File: config.mk
export PLATFORM = sky130hd
export DESIGN_NAME = spectrum_render_top
export DESIGN_NICKNAME = d
export VERILOG_FILES = /design/src/common/render_pkg.sv /design/src/hw/pixel_mixer.sv /design/src/hw/spectrum/spectrum_bar.sv /design/src/hw/spectrum_render_top.sv /design/src/hw/waveform/wave_trace.sv
export SDC_FILE = /design/constraint.sdc
export NUM_CORES = 1
export LEC_CHECK = 0
export BUFFER_PORTS_ARGS = -buffer_cell sky130_fd_sc_hd__buf_2
export CAP_MARGIN = 10
export CORE_MARGIN = 10
export CORE_UTILIZATION = 40
export DETAILED_ROUTE_END_ITERATION = 8
export GPL_TIMING_DRIVEN = 0
export PLACE_DENSITY_LB_ADDON = 0.2
export REMOVE_ABC_BUFFERS = 1
export SETUP_SLACK_MARGIN = 0.02
export SLEW_MARGIN = 20
export SYNTH_ARGS = -nofsm -noshare
export SYNTH_HDL_FRONTEND = slang
export SYNTH_HIERARCHICAL = 1
export SYNTH_SLANG_ARGS = --single-unit
export TNS_END_PERCENT = 30
File: constraint.sdc
create_clock -name pix_clk -period 39.1 [get_ports pix_clk]
set_clock_uncertainty 0.1 [all_clocks]
set_input_delay 0 -clock pix_clk [delete_from_list [all_inputs] [get_ports pix_clk]]
set_output_delay 0 -clock pix_clk [all_outputs]
set_load 0.01 [all_outputs]
File: src/common/render_pkg.sv
// ====================
// render package
// shared widths, pixel and colour types, fft size codes
// and fixed colours for the spectrum renderer
// ====================

package render_pkg;

    // ====================
    // coordinate and data widths
    // ====================
    localparam int X_W         = 12;
    localparam int Y_W         = 11;
    localparam int MAG_W       = 16;
    localparam int SAMPLE_W    = 16;
    localparam int BIN_ADDR_W  = 9;
    localparam int WAVE_ADDR_W = 11;
    localparam int COLOR_W     = 4;

    // magnitude to bar height
    localparam int BAR_SHIFT  = 5;
    // sample to row offset, arithmetic
    localparam int WAVE_SHIFT = 4;

    // pixel in to colour out, memory read included
    localparam int PIPE_LATENCY = 5;

    // ====================
    // types
    // ====================
    typedef struct packed {
        logic           visible;
        logic [X_W-1:0] x;
        logic [Y_W-1:0] y;
    } pixel_pos_t;

    typedef struct packed {
        logic [COLOR_W-1:0] r;
        logic [COLOR_W-1:0] g;
        logic [COLOR_W-1:0] b;
    } rgb_t;

    // points per FFT frame
    typedef enum logic [1:0] {
        FFT_128,
        FFT_256,
        FFT_512
    } fft_size_e;

    localparam rgb_t COLOR_BLACK = '{r: '0, g: '0, b: '0};
    localparam rgb_t COLOR_TRACE = '{r: '0, g: '1, b: '0};

endpackage

File: src/hw/pixel_mixer.sv
// ====================
// pixel mixer
// rainbow palette by column and layer priority,
// trace over bar over black, registered out
// ====================

module pixel_mixer import render_pkg::*; (
    input  logic       pix_clk,
    input  logic       resetn,
    input  pixel_pos_t pix_pos,
    input  logic       bar_hit,
    input  logic       trace_hit,
    output rgb_t       out_rgb
);

    localparam logic [COLOR_W-1:0] FULL = '1;
    localparam logic [COLOR_W-1:0] NONE = '0;

    logic [X_W-1:0]     x_d1;
    logic [X_W-1:0]     x_d2;
    logic [X_W-1:0]     x_d3;
    logic [X_W-1:0]     x_d4;
    logic [7:0]         grad;
    logic [2:0]         zone;
    logic [COLOR_W-1:0] ramp;
    rgb_t               palette;

    // column follows the hit flags, four stages behind
    always_ff @(posedge pix_clk) begin
        x_d1 <= pix_pos.x;
        x_d2 <= x_d1;
        x_d3 <= x_d2;
        x_d4 <= x_d3;
    end

    // ====================
    // rainbow palette
    // ====================
    assign grad = x_d4[10:3];
    assign zone = grad[7:5];
    assign ramp = grad[4:1];

    always_comb begin
        case (zone)
            // red to yellow
            3'd0: palette = '{r: FULL, g: ramp, b: NONE};
            // yellow to green
            3'd1: palette = '{r: ~ramp, g: FULL, b: NONE};
            // green to cyan
            3'd2: palette = '{r: NONE, g: FULL, b: ramp};
            // cyan to blue
            3'd3: palette = '{r: NONE, g: ~ramp, b: FULL};
            // blue to magenta
            3'd4: palette = '{r: ramp, g: NONE, b: FULL};
            // magenta back to red
            3'd5: palette = '{r: FULL, g: NONE, b: ~ramp};
            default: palette = '{r: FULL, g: NONE, b: NONE};
        endcase
    end

    // ====================
    // layer priority
    // ====================
    always_ff @(posedge pix_clk) begin
        if (!resetn) begin
            out_rgb <= COLOR_BLACK;
        end else if (trace_hit) begin
            out_rgb <= COLOR_TRACE;
        end else if (bar_hit) begin
            out_rgb <= palette;
        end else begin
            out_rgb <= COLOR_BLACK;
        end
    end

endmodule

File: src/hw/spectrum/spectrum_bar.sv
// ====================
// spectrum bar
// maps the column to an FFT bin, turns the bin magnitude
// into a bar height and tests the pixel against the bar
// ====================

module spectrum_bar import render_pkg::*; #(
    parameter int SCREEN_H   = 1080,
    parameter int BASE_BIN_W = 9
) (
    input  logic                  pix_clk,
    input  logic                  resetn,
    input  pixel_pos_t            pix_pos,
    input  fft_size_e             fft_size,
    input  logic                  auto_range,
    input  logic [MAG_W-1:0]      ram_dout,
    output logic [BIN_ADDR_W-1:0] ram_addr,
    output logic                  bar_hit
);

    // raw height, doubled height, and the sum used by the hit test
    localparam int H_W   = MAG_W - BAR_SHIFT;
    localparam int HA_W  = H_W + 1;
    localparam int SUM_W = ((HA_W > Y_W) ? HA_W : Y_W) + 1;

    // columns per bin for each FFT size
    localparam logic [X_W-1:0] BIN_W_512 = X_W'(BASE_BIN_W);
    localparam logic [X_W-1:0] BIN_W_256 = X_W'(BASE_BIN_W * 2);
    localparam logic [X_W-1:0] BIN_W_128 = X_W'(BASE_BIN_W * 4);

    localparam logic [HA_W-1:0]  H_LIMIT  = HA_W'(SCREEN_H);
    localparam logic [SUM_W-1:0] H_SCREEN = SUM_W'(SCREEN_H);

    logic [X_W-1:0]  bin_idx;
    logic            vis_d1;
    logic            vis_d2;
    logic            vis_d3;
    logic [Y_W-1:0]  y_d1;
    logic [Y_W-1:0]  y_d2;
    logic [Y_W-1:0]  y_d3;
    logic [H_W-1:0]  height_q;
    logic [HA_W-1:0] height_dbl;
    logic [HA_W-1:0] height_clamp;
    logic [HA_W-1:0] height_ar_q;

    // ====================
    // bin address, cycle t
    // ====================
    always_comb begin
        case (fft_size)
            FFT_512: bin_idx = pix_pos.x / BIN_W_512;
            FFT_256: bin_idx = pix_pos.x / BIN_W_256;
            default: bin_idx = pix_pos.x / BIN_W_128;
        endcase
    end

    assign ram_addr = bin_idx[BIN_ADDR_W-1:0];

    // ====================
    // height pipeline
    // ====================
    // auto range doubles, then clamps to the screen
    assign height_dbl   = {height_q, 1'b0};
    assign height_clamp = (height_dbl > H_LIMIT) ? H_LIMIT : height_dbl;

    // magnitude arrives from the memory at t+1, aligned with y_d1
    always_ff @(posedge pix_clk) begin
        y_d1        <= pix_pos.y;
        y_d2        <= y_d1;
        y_d3        <= y_d2;
        height_q    <= ram_dout[MAG_W-1:BAR_SHIFT];
        height_ar_q <= auto_range ? height_clamp : {1'b0, height_q};
    end

    // ====================
    // visibility and hit
    // ====================
    always_ff @(posedge pix_clk) begin
        if (!resetn) begin
            vis_d1  <= 1'b0;
            vis_d2  <= 1'b0;
            vis_d3  <= 1'b0;
            bar_hit <= 1'b0;
        end else begin
            vis_d1  <= pix_pos.visible;
            vis_d2  <= vis_d1;
            vis_d3  <= vis_d2;
            // y >= screen_h - height, kept positive by adding instead
            bar_hit <= vis_d3 && ((SUM_W'(y_d3) + SUM_W'(height_ar_q)) >= H_SCREEN);
        end
    end

endmodule

File: src/hw/spectrum_render_top.sv
// ====================
// spectrum render top
// per pixel renderer, bars and waveform trace,
// no frame buffer, fixed five cycle latency
// ====================

module spectrum_render_top import render_pkg::*; #(
    parameter int SCREEN_W   = 1920,
    parameter int SCREEN_H   = 1080,
    parameter int BASE_BIN_W = 9,
    parameter int WAVE_Y0    = 256,
    parameter int WAVE_H     = 512
) (
    input  logic                       pix_clk,
    input  logic                       resetn,
    input  pixel_pos_t                 pix_pos,
    input  fft_size_e                  fft_size,
    input  logic                       auto_range,
    input  logic [MAG_W-1:0]           ram_dout,
    input  logic signed [SAMPLE_W-1:0] wave_buf_dout,
    output logic [BIN_ADDR_W-1:0]      ram_addr,
    output logic [WAVE_ADDR_W-1:0]     wave_buf_addr,
    output rgb_t                       out_rgb
);

    logic bar_hit;
    logic trace_hit;

    // bars from the magnitude memory
    spectrum_bar #(
        .SCREEN_H   (SCREEN_H),
        .BASE_BIN_W (BASE_BIN_W)
    ) u_spectrum_bar (
        .pix_clk    (pix_clk),
        .resetn     (resetn),
        .pix_pos    (pix_pos),
        .fft_size   (fft_size),
        .auto_range (auto_range),
        .ram_dout   (ram_dout),
        .ram_addr   (ram_addr),
        .bar_hit    (bar_hit)
    );

    // trace from the waveform memory
    wave_trace #(
        .SCREEN_W (SCREEN_W),
        .WAVE_Y0  (WAVE_Y0),
        .WAVE_H   (WAVE_H)
    ) u_wave_trace (
        .pix_clk       (pix_clk),
        .resetn        (resetn),
        .pix_pos       (pix_pos),
        .wave_buf_dout (wave_buf_dout),
        .wave_buf_addr (wave_buf_addr),
        .trace_hit     (trace_hit)
    );

    pixel_mixer u_pixel_mixer (
        .pix_clk   (pix_clk),
        .resetn    (resetn),
        .pix_pos   (pix_pos),
        .bar_hit   (bar_hit),
        .trace_hit (trace_hit),
        .out_rgb   (out_rgb)
    );

endmodule

File: src/hw/waveform/wave_trace.sv
// ====================
// waveform trace
// reads one sample per column, scales it to a row in the
// waveform band and flags pixels on the 3 pixel trace
// ====================

module wave_trace import render_pkg::*; #(
    parameter int SCREEN_W = 1920,
    parameter int WAVE_Y0  = 256,
    parameter int WAVE_H   = 512
) (
    input  logic                       pix_clk,
    input  logic                       resetn,
    input  pixel_pos_t                 pix_pos,
    input  logic signed [SAMPLE_W-1:0] wave_buf_dout,
    output logic [WAVE_ADDR_W-1:0]     wave_buf_addr,
    output logic                       trace_hit
);

    // signed row arithmetic, wide enough for centre plus offset
    localparam int ROW_W = SAMPLE_W + 2;

    localparam logic signed [ROW_W-1:0] ROW_MID = ROW_W'(WAVE_Y0 + WAVE_H / 2);
    localparam logic signed [ROW_W-1:0] ROW_LO  = ROW_W'(WAVE_Y0);
    localparam logic signed [ROW_W-1:0] ROW_HI  = ROW_W'(WAVE_Y0 + WAVE_H - 1);

    // band limits in screen rows
    localparam logic [Y_W-1:0] BAND_LO = Y_W'(WAVE_Y0);
    localparam logic [Y_W-1:0] BAND_HI = Y_W'(WAVE_Y0 + WAVE_H - 1);

    localparam logic [X_W-1:0] COL_END = X_W'(SCREEN_W);

    logic                       col_ok;
    logic                       vis_d1;
    logic                       vis_d2;
    logic                       vis_d3;
    logic                       col_ok_d1;
    logic                       col_ok_d2;
    logic                       col_ok_d3;
    logic [Y_W-1:0]             y_d1;
    logic [Y_W-1:0]             y_d2;
    logic [Y_W-1:0]             y_d3;
    logic signed [SAMPLE_W-1:0] scaled_q;
    logic signed [ROW_W-1:0]    row_sum;
    logic [Y_W-1:0]             row_clamp;
    logic [Y_W-1:0]             row_q;
    logic                       in_band;
    logic                       near_row;

    // ====================
    // sample address, cycle t
    // ====================
    assign col_ok        = (pix_pos.x < COL_END);
    assign wave_buf_addr = col_ok ? pix_pos.x[WAVE_ADDR_W-1:0] : '0;

    // ====================
    // row pipeline
    // ====================
    // centre of the band plus the signed offset
    assign row_sum = ROW_MID + ROW_W'(scaled_q);

    always_comb begin
        if (row_sum < ROW_LO) begin
            row_clamp = BAND_LO;
        end else if (row_sum > ROW_HI) begin
            row_clamp = BAND_HI;
        end else begin
            row_clamp = row_sum[Y_W-1:0];
        end
    end

    // sample arrives from the memory at t+1, aligned with y_d1
    always_ff @(posedge pix_clk) begin
        y_d1     <= pix_pos.y;
        y_d2     <= y_d1;
        y_d3     <= y_d2;
        scaled_q <= wave_buf_dout >>> WAVE_SHIFT;
        row_q    <= row_clamp;
    end

    // ====================
    // hit test, cycle t+4
    // ====================
    assign in_band  = (y_d3 >= BAND_LO) && (y_d3 <= BAND_HI);

    // within one row either side, no wrap at row 0
    assign near_row = (({1'b0, y_d3} + 1'b1) >= {1'b0, row_q}) &&
                      ({1'b0, y_d3} <= ({1'b0, row_q} + 1'b1));

    always_ff @(posedge pix_clk) begin
        if (!resetn) begin
            vis_d1    <= 1'b0;
            vis_d2    <= 1'b0;
            vis_d3    <= 1'b0;
            col_ok_d1 <= 1'b0;
            col_ok_d2 <= 1'b0;
            col_ok_d3 <= 1'b0;
            trace_hit <= 1'b0;
        end else begin
            vis_d1    <= pix_pos.visible;
            vis_d2    <= vis_d1;
            vis_d3    <= vis_d2;
            col_ok_d1 <= col_ok;
            col_ok_d2 <= col_ok_d1;
            col_ok_d3 <= col_ok_d2;
            trace_hit <= vis_d3 && col_ok_d3 && in_band && near_row;
        end
    end

endmodule

==> impl_metrics.json, run 1 <==
{
  "status": "finished, final reports clean",
  "crit_fanout": 19,
  "io_buffer_count": 83,
  "post-route-period-util": 0.516,
  "post_cts_buffers": 0,
  "synth_cell_type_count": 99,
  "yosysTopAreaCell": "dfxtp_1",
  "min_path_type": "in2reg",
  "viasPerCell": 4.90,
  "synth_area_sq_um": 8440,
  "startpoint": "fft_size[0]",
  "cts_htree_levels": 4,
  "gr-total-overflow": 0,
  "clock.fmax_mhz": 49.5,
  "cts_tree": "yes",
  "slowest_stage": "nor2_1",
  "clk_pin_slew_worst_paths_ns": 0.06,
  "r2r_end": "u_spectrum_bar/bar_hit",
  "antenna_found_initial": 0,
  "start_util": 0.404,
  "critical_path.most_common_cell": "ha_1",
  "async_flop_share": 0,
  "cts-root-buf": "clkbuf_16",
  "diodes": 0,
  "drive_gt1_frac": 0.175,
  "coreArea_sq_um": 20900,
  "start_kind": "primary input",
  "ys_top_cells_by_area": "dfxtp_1, ha_1, xnor2_1",
  "place_hpwl_microns": 13700,
  "tns_ns": 0,
  "grt_max_degree": 21,
  "grt.total_usage": 0.136,
  "clkSinkCount": 163,
  "clkLatencyLatePin_ns": 0.41,
  "syn_avg_cell_area_sq_um": 9.71,
  "firstDrtPassIters": 4,
  "r2r_start": "u_spectrum_bar/height_ar_q[0]",
  "rsz0062_at_grt": "no",
  "drv_slew": 0,
  "ys.warnings.count": 6,
  "synth_most_common_cell": "dfxtp_1",
  "rows": 53,
  "r2r_slack_ns": 35.62,
  "clock_path_buffers": 2,
  "synthFlopType": "dfxtp_1",
  "synth.top_cell.area_share": 0.387,
  "critPathKind": "in2out",
  "max_stage_delay_ns": 0.55,
  "yosysSeqAreaShare": 0.387,
  "synth_edf_count": 0,
  "min_period_ns": 20.19,
  "synth.top_cells.by_count": "dfxtp_1, ha_1, inv_1, nor2_1, a21oi_1",
  "wl_per_cell_microns": 14.0,
  "end_kind": "output pin",
  "grt_pass1_vias": 6357,
  "drt-initial-drc-count": 312,
  "drv_cap": 0,
  "io_pins": 93,
  "ctsResizeCount": 0,
  "die_area_sq_um": 27300,
  "max_slew_margin": 0.422,
  "gp_congestion": 0.833,
  "cts_buffers": 17,
  "setup_viol": 0,
  "syn2layout_area_growth_pct": 20.4,
  "path_buf_inv": 10,
  "drc": 0,
  "num_vias": 6290,
  "synth_seq_cells": 163,
  "rr_worst_depth": 16,
  "tightest_slew_ns": 0.866,
  "hold_viol": 0,
  "die_w_microns": 165,
  "syn_inst": 869,
  "crit_arrival_ns": 20.09,
  "drt-total-wl_microns": 18000,
  "postRouteAntennaNets": 0,
  "grt_pass1_wl_microns": 30400,
  "worstSetupPathDepth": 84,
  "die_h_microns": 165,
  "crit_family": "compound AO/OA/AOI/OAI gates",
  "crit_end": "ram_addr[0]",
  "nNetsFinal": 1155,
  "crit_required_ns": 39.00
}
-- worst register-to-register path: cells and delay by family, from the launching register on --
kind	cells	cell delay, ns
xor gates and xnor gates	1	0.10
AOI/OAI and AO/OA	8	1.53
adders and majority gates	3	0.88
and+or+nand+nor	3	0.36
DFF	1	0.34
buffers and inverters	1	0.05
-- registers in the layout (all words and copies together) (netlist names), 7 cells and up --
name                        flops
u_pixel_mixer/out_rgb          12
u_spectrum_bar/height_ar_q     12
u_wave_trace/scaled_q          12
u_spectrum_bar/height_q        11
u_spectrum_bar/y_d1            11
u_spectrum_bar/y_d2            11
u_spectrum_bar/y_d3            11
u_wave_trace/row_q             11
u_wave_trace/y_d1              11
u_wave_trace/y_d2              11
u_wave_trace/y_d3              11
u_pixel_mixer/x_d1              7
u_pixel_mixer/x_d2              7
u_pixel_mixer/x_d3              7
u_pixel_mixer/x_d4              7
-- placed cells by master (no fill, tap or decap), drive strengths merged, types with 8 or more instances in the layout --
cell         count
a211oi          13
a21o            17
a21oi           51
and2            24
buf             83
clkbuf          20
dfxtp          163
dlygate4sd3     45
ha              96
inv             69
mux2            17
mux2i            8
nand2           37
nand3           25
nand4           11
nor2            62
nor2b           12
nor3            23
o211ai           8
o21a            26
o21ai           33
o31ai           10
or2              9
xnor2           30
xor2            10
-- stage by stage --
| step | cells | util | area [sq um] | hold WS, ns | setup slack [ns] |
|---|---|---|---|---|---|
| global placement | 1208 | 0.435 | 9090 | 0.00358 | 18.89 |
| global route | 1284 | 0.487 | 10200 | 0.0706 | 17.30 |
| detailed placement | 1208 | 0.435 | 9090 | 0.00366 | 18.88 |
| floorplan | 850 | - | 8330 | -0.0723 | 21.72 |
| finish | 1284 | 0.487 | 10200 | 0.0773 | 18.91 |
| CTS | 1284 | 0.487 | 10200 | 0.0438 | 18.82 |
-- metal layers --
metal | vias up | part of all wire | GRT usage
met5 | - | 0 | 0
met4 | 0 | 0.0053 | 0.0403
met3 | 4 | 0.024 | 0.0270
met2 | 47 | 0.47 | 0.224
met1 | 2870 | 0.50 | 0.176
li1 | 3369 | - | -
-- how the worst min path moves through the flow --
stage                       from                         to  cells past startpoint
6_report             pix_pos[22]     u_wave_trace/col_ok_d1                      3
5_1_grt              pix_pos[22]     u_wave_trace/col_ok_d1                      3
4_1_cts              pix_pos[22]     u_wave_trace/col_ok_d1                      3
3_5_place_dp    wave_buf_dout[4]   u_wave_trace/scaled_q[0]                      1
3_3_place_gp   wave_buf_dout[15]  u_wave_trace/scaled_q[11]                      1
2_1_floorplan        pix_pos[21]     u_pixel_mixer/x_d1[10]                      0
-- cell families after synthesis --
| kind of cell | Yosys count | share of synthesized area |
|---|---|---|
| other | 2 | 0.000890 |
| xor gates and xnor gates | 40 | 0.0415 |
| muxes | 25 | 0.0363 |
| and+or+nand+nor | 245 | 0.160 |
| buffers and inverters | 83 | 0.0415 |
| DFF | 163 | 0.387 |
| adders and majority gates | 98 | 0.146 |
| AOI/OAI and AO/OA | 213 | 0.187 |
-- layout make-up --
type | count | area (sq um)
timing repair buffer | 128 | 866
clock inverter | 11 | 165
sequential | 163 | 3260
tap | 275 | 344
multi-input combinational | 623 | 4830
fill | 1999 | 10700
clock buffer | 20 | 457
inverter | 64 | 243
-- timing repair --
item                                   in CTS  in global routing
setup endpoints to repair                   0                  0
hold buffers                               45                  0
endpoints found under the hold margin      85                  0
Power of run 1 is left out: the tool's default activity adds up to more than one toggle a clock period on the data nets, which glitch-free logic cannot reach.
==> run 2, diff against run 1 <==
- clock period: 39.1 -> 17.46 ns (I/O delays scaled with it)
==> run 2 against run 1 <==
Effect of this change:
- first-iteration DRC count up 7.4%
- non-clock buffer count is 29 higher
- worst setup slack got worse by 18 ns
- wire length grew 5.0%
- final cell count increased by 2.3%
- register-to-register slack got worse by 22 ns
- critical path depth stayed put
- sequential share of layout area is 1.3 points lower
- sequential cell count did not move
- clock-buffer cell count did not move
- hold slack better by 0.010 ns
- cell area up 4.2%
- largest cell class unchanged
==> impl_metrics.json, run 2 (synthesis gave the netlist of run 1 again) <==
{
  "final_common_cell": "dfxtp_1",
  "start_kind": "primary input",
  "clkSinkCount": 163,
  "drive_gt1_frac": 0.224,
  "grt_pass1_wl_microns": 30800,
  "tns_ns": 0,
  "start_util": 0.404,
  "coreArea_sq_um": 20900,
  "crit_arrival_ns": 16.58,
  "status": "finished, final reports clean",
  "antenna_found_initial": 0,
  "nFillCells": 1961,
  "clock.fmax_mhz": 59.9,
  "r2r_start": "u_spectrum_bar/height_ar_q[0]",
  "path_buf_inv": 12,
  "place_hpwl_microns": 13700,
  "setup_viol": 0,
  "max_slew_margin": 0.440,
  "drt-initial-drc-count": 335,
  "num_vias": 6459,
  "cts_tree": "yes",
  "reg_top3": "u_pixel_mixer/out_rgb (12), u_spectrum_bar/height_ar_q (12), u_wave_trace/scaled_q (12)",
  "gp_congestion": 0.833,
  "fin_area_sq_um": 10600,
  "slowest_stage": "or4b_4",
  "tightest_slew_ns": 0.829,
  "cts_buffers": 17,
  "min_path_type": "in2reg",
  "io_pins": 93,
  "post-route-period-util": 0.956,
  "diodes": 0,
  "critical_path.most_common_cell": "o21a_1",
  "die_w_microns": 165,
  "drc": 0,
  "final_cell_mix": "dfxtp_1, ha_1, buf_2",
  "clock_path_buffers": 2,
  "hp-start": "pix_pos[22]",
  "io_buffer_count": 83,
  "multiInputGateArea_sq_um": 5020,
  "grt.total_usage": 0.138,
  "placedInstanceArea_sq_um": 9090,
  "hold_ws_ns": 0.0873,
  "cts-root-buf": "clkbuf_16",
  "viasPerCell": 4.92,
  "drv_slew": 0,
  "clkLatencyLatePin_ns": 0.42,
  "die_h_microns": 165,
  "hold_viol": 0,
  "min_period_ns": 16.68,
  "final_util": 0.507,
  "cts_htree_levels": 4,
  "crit_fanout": 8,
  "wl_per_cell_microns": 14.3,
  "crit_family": "compound AO/OA/AOI/OAI gates",
  "seqCellArea_sq_um": 3260,
  "firstDrtPassIters": 4,
  "crit_required_ns": 17.36,
  "max_stage_delay_ns": 0.49,
  "startpoint": "fft_size[0]",
  "drt-total-wl_microns": 18800,
  "critPathKind": "in2out",
  "syn2layout_area_growth_pct": 25.5,
  "nNetsFinal": 1185,
  "rows": 53,
  "drv_cap": 0,
  "clk_pin_slew_worst_paths_ns": 0.06,
  "postRouteAntennaNets": 0,
  "grt_max_degree": 21,
  "end_kind": "output pin",
  "gr-total-overflow": 0,
  "die_area_sq_um": 27300,
  "grt_pass1_vias": 6415
}
run 2: final timing paths:
kind	endpoint	depth (start not counted)	slack (ns)
min reg2reg	u_pixel_mixer/x_d3[8]	0	0.22
max reg2reg	u_spectrum_bar/bar_hit	16	13.99
min	u_wave_trace/col_ok_d1	3	0.09
max	ram_addr[0]	84	0.78
run 2: timing repair:
item | 4_1_cts | 5_1_grt
endpoints found under the hold margin | 85 | 0
buffers inserted | 8 | 21
hold buffers | 45 | 0
gates cloned | 0 | 1
resized for setup | 13 | 33
setup endpoints to repair | 2 | 1
pin swaps | 7 | 16
run 2: worst register-to-register path: cells and delay by family, from the launching register on:
family          cells  cell delay, ns
compound gates      8            1.53
fa+ha+maj           3            0.88
simple gates        3            0.36
flops               1            0.34
xor+xnor            1            0.10
buf+inv             1            0.05
run 2: routing by layer:
layer | GRT usage | vias to the layer above | share of wire
met2 | 0.229 | 64 | 0.47
met4 | 0.0411 | 0 | 0.0073
li1 | - | 3428 | -
met5 | 0 | - | 0
met3 | 0.0273 | 12 | 0.030
met1 | 0.178 | 2955 | 0.49
run 2: cell type report:
cell class | instances | area share
repair inverters | 1 | 0.000709
clock inverters | 11 | 0.0156
multi-input cells | 623 | 0.474
well taps | 275 | 0.0325
repair buffers | 157 | 0.102
flip-flops and latches | 163 | 0.308
inverters | 64 | 0.0239
clock buffers | 20 | 0.0431
run 2: per-stage QoR:
| stage | cells | setup slack, ns |
|---|---|---|
| 6_report | 1314 | 0.775 |
| 5_1_grt | 1314 | -0.0563 |
| 4_1_cts | 1292 | 0.0852 |
| 3_5_place_dp | 1208 | -2.76 |
| 3_3_place_gp | 1208 | -2.75 |
| 2_1_floorplan | 850 | 0.0773 |
Power of run 2 is left out for the same reason.
